<file path="config.mk">
export PLATFORM = sky130hd
export DESIGN_NAME = pause_tx_top
export DESIGN_NICKNAME = d
export VERILOG_FILES = /design/src/source/eth_frame_pkg.sv /design/src/source/flow_ctrl_pkg.sv /design/src/source/tx_byte_if.sv /design/src/source/flow_ctrl_scheduler.sv /design/src/source/pause_frame_gen.sv /design/src/source/crc32_fcs.sv /design/src/source/pause_tx_top.sv
export SDC_FILE = /design/constraint.sdc
export NUM_CORES = 1
export LEC_CHECK = 0
export BUFFER_PORTS_ARGS = -buffer_cell sky130_fd_sc_hd__buf_2
export CAP_MARGIN = 20
export CORE_MARGIN = 3
export CORE_UTILIZATION = 30
export CTS_CLUSTER_DIAMETER = 80
export CTS_CLUSTER_SIZE = 25
export DETAILED_ROUTE_END_ITERATION = 8
export PLACE_DENSITY = 0.55
export SLEW_MARGIN = 15
export SYNTH_ARGS = -nofsm -noshare
export SYNTH_HDL_FRONTEND = slang
export SYNTH_HIERARCHICAL = 1
export SYNTH_SLANG_ARGS = --single-unit
</file>
<file path="constraint.sdc">
create_clock -name clk -period 4.2 [get_ports clk]
set_input_delay 0.63 -clock clk [delete_from_list [all_inputs] [get_ports clk]]
set_output_delay 0.63 -clock clk [all_outputs]
set_load 0.05 [all_outputs]
</file>
<file path="src/source/eth_frame_pkg.sv">
// PAUSE frame format constants
package eth_frame_pkg;

    // Line framing
    localparam logic [7:0] PREAMBLE_BYTE = 8'h55;
    localparam int PREAMBLE_LEN = 7;
    localparam logic [7:0] SFD_BYTE = 8'hD5;

    // MAC control header, transmitted most significant byte first
    localparam logic [47:0] PAUSE_DST_ADDR = 48'h0180_C200_0001;
    localparam logic [15:0] MAC_CONTROL_TYPE = 16'h8808;
    localparam logic [15:0] PAUSE_OPCODE = 16'h0001;

    // Zero fill up to the 60 byte minimum before the FCS
    localparam int PAD_LEN = 42;
    localparam int FCS_LEN = 4;

    // CRC-32, reflected form
    localparam logic [31:0] CRC_POLY = 32'hEDB8_8320;
    localparam logic [31:0] CRC_INIT = 32'hFFFF_FFFF;

    // Preamble, SFD, 60 bytes of frame and the FCS
    localparam int FRAME_LINE_LEN = 72;

    // Frame fields, in line order, as walked by the generator FSM
    localparam logic [3:0] S_IDLE = 4'd0;
    localparam logic [3:0] S_PREAMBLE = 4'd1;
    localparam logic [3:0] S_SFD = 4'd2;
    localparam logic [3:0] S_DST_ADDR = 4'd3;
    localparam logic [3:0] S_SRC_ADDR = 4'd4;
    localparam logic [3:0] S_TYPE = 4'd5;
    localparam logic [3:0] S_OPCODE = 4'd6;
    localparam logic [3:0] S_PAUSE_PARAM = 4'd7;
    localparam logic [3:0] S_PAD = 4'd8;

endpackage

</file>
<file path="src/source/flow_ctrl_pkg.sv">
// Flow control thresholds and timing
package flow_ctrl_pkg;

    localparam int LEVEL_W = 8;

    // Hysteresis band on the receive FIFO fill level
    localparam logic [LEVEL_W-1:0] XOFF_THRESHOLD = 8'd192;
    localparam logic [LEVEL_W-1:0] XON_THRESHOLD = 8'd64;

    // Pause time carried by XOFF frames
    localparam logic [15:0] PAUSE_QUANTA = 16'h0100;

    // Repeat interval for XOFF while congested, from end of frame
    localparam int REFRESH_CYCLES = 400;
    localparam int REFRESH_W = $clog2(REFRESH_CYCLES + 1);

    // Minimum interframe gap in byte times
    localparam int IFG_CYCLES = 12;
    localparam int IFG_W = $clog2(IFG_CYCLES + 1);

endpackage

</file>
<file path="src/source/tx_byte_if.sv">
// Byte stream from frame generator to FCS stage
interface tx_byte_if;

    logic [7:0] data;
    logic valid;
    // High from destination address through the last pad byte
    logic crc_cover;
    logic last;

    modport source (
        output data,
        output valid,
        output crc_cover,
        output last
    );

    modport sink (
        input data,
        input valid,
        input crc_cover,
        input last
    );

endinterface

</file>
<file path="src/source/flow_ctrl_scheduler.sv">
// XOFF and XON scheduling
module flow_ctrl_scheduler
    import flow_ctrl_pkg::*;
(
    input  logic               clk,
    input  logic               reset,
    input  logic [LEVEL_W-1:0] fifo_level,
    input  logic               frame_complete,
    output logic               request,
    output logic [15:0]        pause_time,
    output logic               xoff_active
);

    logic paused;
    logic pending;
    logic [15:0] pending_time;
    logic busy;
    logic [IFG_W-1:0] gap_cnt;
    logic [REFRESH_W-1:0] refresh_cnt;

    logic xoff_dec;
    logic xon_dec;
    logic refresh_dec;
    logic decision;
    logic [15:0] decision_time;
    logic line_free;

    assign xoff_dec = !paused && (fifo_level >= XOFF_THRESHOLD);
    assign xon_dec = paused && (fifo_level <= XON_THRESHOLD);
    // Refresh only matters while the band has not been left downward
    assign refresh_dec = paused && !xon_dec && (refresh_cnt == REFRESH_W'(1));

    assign decision = xoff_dec || xon_dec || refresh_dec;
    assign decision_time = xon_dec ? 16'h0000 : PAUSE_QUANTA;

    assign line_free = !busy && !request && (gap_cnt == '0);

    assign xoff_active = paused;

    always_ff @(posedge clk or posedge reset) begin
        if (reset) begin
            paused <= 1'b0;
            pending <= 1'b0;
            pending_time <= 16'h0000;
            request <= 1'b0;
            pause_time <= 16'h0000;
            busy <= 1'b0;
            gap_cnt <= '0;
            refresh_cnt <= '0;
        end else begin
            if (xoff_dec) begin
                paused <= 1'b1;
            end else if (xon_dec) begin
                paused <= 1'b0;
            end

            // Newest decision replaces one still waiting for the line
            request <= 1'b0;
            if ((decision || pending) && line_free) begin
                request <= 1'b1;
                pause_time <= decision ? decision_time : pending_time;
                pending <= 1'b0;
            end else if (decision) begin
                pending <= 1'b1;
                pending_time <= decision_time;
            end

            if (request) begin
                busy <= 1'b1;
            end else if (frame_complete) begin
                busy <= 1'b0;
            end

            if (frame_complete) begin
                gap_cnt <= IFG_W'(IFG_CYCLES);
            end else if (gap_cnt != '0) begin
                gap_cnt <= gap_cnt - IFG_W'(1);
            end

            // Restart the XOFF refresh interval at the end of each XOFF frame
            if (frame_complete && paused && (pause_time != 16'h0000)) begin
                refresh_cnt <= REFRESH_W'(REFRESH_CYCLES);
            end else if (!paused) begin
                refresh_cnt <= '0;
            end else if (refresh_cnt != '0) begin
                refresh_cnt <= refresh_cnt - REFRESH_W'(1);
            end
        end
    end

endmodule

</file>
<file path="src/source/pause_frame_gen.sv">
// PAUSE frame generator
module pause_frame_gen
    import eth_frame_pkg::*;
(
    input  logic        clk,
    input  logic        reset,
    input  logic        request,
    input  logic [15:0] pause_time,
    input  logic [47:0] local_mac,
    tx_byte_if.source   byte_out
);

    logic request_r;
    logic [15:0] pause_time_r;
    logic [47:0] local_mac_r;

    logic [3:0] state;
    logic [3:0] next_state;
    logic [5:0] cnt;
    logic [5:0] next_cnt;

    logic [7:0] next_data;
    logic next_valid;
    logic next_cover;
    logic next_last;

    always_ff @(posedge clk or posedge reset) begin
        if (reset) begin
            request_r <= 1'b0;
            pause_time_r <= 16'h0000;
            local_mac_r <= 48'h0;
        end else begin
            request_r <= request;
            pause_time_r <= pause_time;
            local_mac_r <= local_mac;
        end
    end

    always_comb begin
        next_state = state;
        next_cnt = cnt + 6'd1;
        next_data = 8'h00;
        next_valid = 1'b1;
        next_cover = 1'b1;
        next_last = 1'b0;

        case (state)
            S_IDLE: begin
                next_valid = 1'b0;
                next_cover = 1'b0;
                next_cnt = 6'd0;
                if (request_r) begin
                    next_state = S_PREAMBLE;
                end
            end
            S_PREAMBLE: begin
                next_data = PREAMBLE_BYTE;
                next_cover = 1'b0;
                if (cnt == 6'(PREAMBLE_LEN - 1)) begin
                    next_state = S_SFD;
                    next_cnt = 6'd0;
                end
            end
            S_SFD: begin
                next_data = SFD_BYTE;
                next_cover = 1'b0;
                next_state = S_DST_ADDR;
                next_cnt = 6'd0;
            end
            // Multi-byte fields go out most significant byte first
            S_DST_ADDR: begin
                next_data = PAUSE_DST_ADDR[8 * (5 - cnt) +: 8];
                if (cnt == 6'd5) begin
                    next_state = S_SRC_ADDR;
                    next_cnt = 6'd0;
                end
            end
            S_SRC_ADDR: begin
                next_data = local_mac_r[8 * (5 - cnt) +: 8];
                if (cnt == 6'd5) begin
                    next_state = S_TYPE;
                    next_cnt = 6'd0;
                end
            end
            S_TYPE: begin
                next_data = MAC_CONTROL_TYPE[8 * (1 - cnt) +: 8];
                if (cnt == 6'd1) begin
                    next_state = S_OPCODE;
                    next_cnt = 6'd0;
                end
            end
            S_OPCODE: begin
                next_data = PAUSE_OPCODE[8 * (1 - cnt) +: 8];
                if (cnt == 6'd1) begin
                    next_state = S_PAUSE_PARAM;
                    next_cnt = 6'd0;
                end
            end
            S_PAUSE_PARAM: begin
                next_data = pause_time_r[8 * (1 - cnt) +: 8];
                if (cnt == 6'd1) begin
                    next_state = S_PAD;
                    next_cnt = 6'd0;
                end
            end
            S_PAD: begin
                if (cnt == 6'(PAD_LEN - 1)) begin
                    next_last = 1'b1;
                    next_state = S_IDLE;
                    next_cnt = 6'd0;
                end
            end
            default: begin
                next_valid = 1'b0;
                next_cover = 1'b0;
                next_state = S_IDLE;
                next_cnt = 6'd0;
            end
        endcase
    end

    // Bytes are registered, so the stream trails the state by one cycle
    always_ff @(posedge clk or posedge reset) begin
        if (reset) begin
            state <= S_IDLE;
            cnt <= 6'd0;
            byte_out.data <= 8'h00;
            byte_out.valid <= 1'b0;
            byte_out.crc_cover <= 1'b0;
            byte_out.last <= 1'b0;
        end else begin
            state <= next_state;
            cnt <= next_cnt;
            byte_out.data <= next_data;
            byte_out.valid <= next_valid;
            byte_out.crc_cover <= next_cover;
            byte_out.last <= next_last;
        end
    end

endmodule

</file>
<file path="src/source/crc32_fcs.sv">
// CRC-32 and FCS append stage
module crc32_fcs
    import eth_frame_pkg::*;
(
    input  logic       clk,
    input  logic       reset,
    tx_byte_if.sink    byte_in,
    output logic [7:0] tx_data,
    output logic       tx_en,
    output logic       frame_complete
);

    logic [31:0] crc;
    logic fcs_active;
    logic [1:0] fcs_cnt;

    // One byte of the reflected CRC, LSB of the data first
    function automatic logic [31:0] crc32_byte(input logic [31:0] crc_in,
                                               input logic [7:0] data);
        logic [31:0] c;
        c = crc_in;
        for (int i = 0; i < 8; i++) begin
            if (c[0] ^ data[i]) begin
                c = (c >> 1) ^ CRC_POLY;
            end else begin
                c = c >> 1;
            end
        end
        return c;
    endfunction

    always_ff @(posedge clk or posedge reset) begin
        if (reset) begin
            crc <= CRC_INIT;
            fcs_active <= 1'b0;
            fcs_cnt <= 2'd0;
            tx_data <= 8'h00;
            tx_en <= 1'b0;
            frame_complete <= 1'b0;
        end else begin
            // Falling edge of tx_en
            frame_complete <= tx_en && !byte_in.valid && !fcs_active;

            if (byte_in.valid) begin
                tx_data <= byte_in.data;
                tx_en <= 1'b1;
                if (byte_in.crc_cover) begin
                    crc <= crc32_byte(crc, byte_in.data);
                end else begin
                    // Preamble and SFD restart the CRC
                    crc <= CRC_INIT;
                end
            end else if (fcs_active) begin
                tx_data <= ~crc[7:0];
                tx_en <= 1'b1;
                crc <= crc >> 8;
            end else begin
                tx_en <= 1'b0;
            end

            if (byte_in.valid && byte_in.last) begin
                fcs_active <= 1'b1;
                fcs_cnt <= 2'd0;
            end else if (fcs_active) begin
                fcs_cnt <= fcs_cnt + 2'd1;
                if (fcs_cnt == 2'(FCS_LEN - 1)) begin
                    fcs_active <= 1'b0;
                end
            end
        end
    end

endmodule

</file>
<file path="src/source/pause_tx_top.sv">
// PAUSE transmit top level
module pause_tx_top
    import flow_ctrl_pkg::*;
(
    input  logic               clk,
    input  logic               reset,
    input  logic [LEVEL_W-1:0] fifo_level,
    input  logic [47:0]        local_mac,
    output logic [7:0]         tx_data,
    output logic               tx_en,
    output logic               frame_complete,
    output logic               xoff_active
);

    logic request;
    logic [15:0] pause_time;

    tx_byte_if u_byte_if ();

    flow_ctrl_scheduler u_scheduler (
        .clk            (clk),
        .reset          (reset),
        .fifo_level     (fifo_level),
        .frame_complete (frame_complete),
        .request        (request),
        .pause_time     (pause_time),
        .xoff_active    (xoff_active)
    );

    pause_frame_gen u_frame_gen (
        .clk        (clk),
        .reset      (reset),
        .request    (request),
        .pause_time (pause_time),
        .local_mac  (local_mac),
        .byte_out   (u_byte_if.source)
    );

    crc32_fcs u_fcs (
        .clk            (clk),
        .reset          (reset),
        .byte_in        (u_byte_if.sink),
        .tx_data        (tx_data),
        .tx_en          (tx_en),
        .frame_complete (frame_complete)
    );

endmodule

</file>
==> impl_metrics.csv <==
group,metric,value,unit
timing,maxSlewHeadroom,29.3,%
final_layout,mostFrequentLayoutCells,"148 x dfrtp_1, 68 x buf_2, 60 x a21oi_1",
worst_setup_path,cp-end-kind,"register",
worst_setup_path,crit_arrival,2.87,ns
synth,synth_warnings,6,
floorplan,die_x,173,um
drt,firstDrtPassIters,5,
synth,synth_cell_types,82,
power,netSwitchingPower,0.00196,W
timing,hold_viol,0,
power,pwr-share-comb,34.1,%
power,p_clk_share,27.3,%
timing,worst_pin_slew,1.06,ns
drt,vias,5469,
final_layout,area_growth,16.2,%
placement,place_ws,1.72,ns
worst_setup_path,path_max_fanout,12,
synth,synth_edf_count,0,
global_route,grtUsageTotal,12.7,%
floorplan,die_area,0.0298,mm2
placement,io_buffers,68,
timing,drv_slew,0,
clock_network,cts-root-buf,"clkbuf_16",
timing,fin_crit,2.53,ns
final_layout,drive_above_1_share,24.2,%
global_route,grt_start_max_net_pins,52,
clock_network,ctsHtreeMaxLevel,4,
status,status,"finished clean",
worst_setup_path,criticalPathCategory,"register to register",
drt,ant_nets,0,
timing,rsz0062_at_grt,"no",
global_route,grt_first_pass_wirelength,30900,um
timing,fin_crit_sh,60.2,%
final_layout,nets,839,
timing,finalSetupViolCount,0,
timing,layout_setup_ws,1.67,ns
clock_network,clockBufferDepth,2,
power,pwr_density_cell,613,mW/mm2
worst_setup_path,cp-start-kind,"register",
final_layout,layoutNonFillerInstCount,1153,
synth,synthArstFlopShare,100,%
placement,dp.cells,1119,
floorplan,io_pins,69,
final_layout,diodes,0,
final_layout,final_util,35.7,%
power,peakVddDrop,0.314,mV
clock_network,post-cts-setup-buffers,0,
timing,fmax,396,MHz
drt,drtIter0Drc,358,
min_path,hp-class,"input pin to async pin",
floorplan,initial_core_util,30.8,%
synth,syn_avg_cell_area,11.8,um2
clock_network,cts_tree,"built",
power,power_frac_seq,38.6,%
synth,ys_seq_elements,180,
timing,fin_setup_tns,0,ns
drt,wirelength,18600,um
synth,synth_flop_cell,"dfrtp_1",
synth,ys_top_cells_by_area,"dfrtp_1 44%, dfstp_2 10%, xnor2_1 5.4%",
floorplan,core,0.0271,mm2
power,power_leakage,4.11,nW
placement,gp_congestion,0.868,
power,swShare,33.0,%
floorplan,die_y,173,um
clock_network,cts_resized,0,
global_route,grt_pass1_vias,5673,
floorplan,rows,60,
placement,place_hpwl,12800,um
run,cap_violations,0,
synth,synth_seq_area_share,54.5,%
synth,synth_nets,780,
synth,yosysTopAreaCell,"dfrtp_1",
clock_network,clk_latency,0.43,ns
global_route,grt_overflow,0,
clock_network,numCtsBuffers,17,
final_layout,final_common_cell,"dfrtp_1",
synth,synthCells,709,
global_route,antenna_found_initial,0,
drt,via_per_inst,4.74,
drt,drcViolationCount,0,
clock_network,clkTransAtPathRegs,0.08,ns
power,power,0.00594,W
clock_network,hold_buffers,0,
synth,synth_top_area_share,44.4,%
timing,skew,0.0162,ns
synth,synth_area,0.00834,mm2
worst_setup_path,crit_required,4.54,ns
power,cellInternalPower,0.00398,W
clock_network,cts.sinks,180,
drt,post_drt_wl_per_cell,16.2,um
-- final timing paths --
| kind | from | end | depth (start not counted) | slack [ns] |
|---|---|---|---|---|
| hold / removal | reset | u_scheduler/gap_cnt[3]$_DFFE_PP0P_ | 2 | 0.21 |
| hold reg to reg | u_scheduler/pause_time[1]$_DFFE_PP0P_ | u_frame_gen/pause_time_r[1]$_DFF_PP0_ | 0 | 0.41 |
| setup / recovery | u_frame_gen/cnt[2]$_DFF_PP0_ | u_frame_gen/byte_out.data[7]$_DFF_PP0_ | 6 | 1.67 |
| min in group clk | local_mac[41] | u_frame_gen/local_mac_r[41]$_DFF_PP0_ | 1 | 0.31 |
| setup reg to reg | u_frame_gen/cnt[2]$_DFF_PP0_ | u_frame_gen/byte_out.data[7]$_DFF_PP0_ | 6 | 1.67 |
| max in group asynchronous | reset | u_frame_gen/local_mac_r[25]$_DFF_PP0_ | 3 | 3.10 |
-- sequential cells by signal, summed over array words and instances (netlist names), 6 cells and up --
| name | cells |
|---|---|
| u_fcs/crc | 32 |
| u_fcs/tx_data | 8 |
| u_frame_gen/byte_out.data | 8 |
| u_frame_gen/cnt | 6 |
| u_frame_gen/local_mac_r | 48 |
| u_frame_gen/pause_time_r | 16 |
| u_scheduler/pause_time | 16 |
| u_scheduler/pending_time | 16 |
| u_scheduler/refresh_cnt | 9 |
-- worst max-delay path: stages (launching register included) --
cell	delay [ns]
dfrtp_1	0.61
inv_1	0.09
ha_1	0.50
or4bb_1	0.55
o41ai_1	0.46
a31oi_1	0.08
a21oi_1	0.16
-- layer usage --
metal / wire length (um) / vias up / GRT usage (%)
met4: 248 / 0 / 3.21
met1: 8860 / 2727 / 17.5
met2: 9070 / 92 / 20.6
met5: 0 / - / 0
li1: - / 2633 / -
met3: 472 / 17 / 2.70
-- power by group through the flow --
stage / registers [W] / clock network (W) / logic [W]
3_3_place_gp: 0.00232 / 0 / 0.00200
2_1_floorplan: 0.00228 / 0 / 0.00170
6_report: 0.00229 / 0.00162 / 0.00202
5_1_grt: 0.00233 / 0.00175 / 0.00224
3_5_place_dp: 0.00233 / 0 / 0.00202
4_1_cts: 0.00229 / 0.00168 / 0.00204
-- cell type report --
cell class,count,area (um2)
fill,2664,17400
clock buffer,17,425
clock inverter,15,199
sequential,180,4540
timing repair buffer,77,440
inverter,25,95.1
tap,372,465
multi-input combinational,467,3520
-- per-stage QoR --
step                hold WS (ns)  cell area, um2
floorplan                  0.375            8340
global placement           0.394            9020
detailed placement         0.391            9020
CTS                        0.269            9640
global route               0.219            9690
finish                     0.211            9690
-- cell usage after synthesis, drive strengths merged, types with 8 or more instances --
master and n:
buf 18, nor2b 26, or3 8, a211oi 20, and2 9, dfstp 32
nand2 28, xor2 21, nor3 9, nor2 28, o21ai 36, ha 13
clkbuf 19, a21oi 61, a22o 16, xnor2 58, dfrtp 148, inv 25
mux2i 12
-- cells by family (layout without fill, tap and decap cells) --
group / Yosys count / after routing / share of synthesized area, %
fa+ha+maj: 13 / 13 / 1.95
buf+inv: 62 / 134 / 3.36
xor+xnor: 80 / 80 / 10.0
compound gates: 188 / 188 / 14.9
flops: 180 / 180 / 54.5
simple gates: 162 / 162 / 11.5
mux: 24 / 24 / 3.74
No activity file was read; power rests on OpenSTA's default activity.
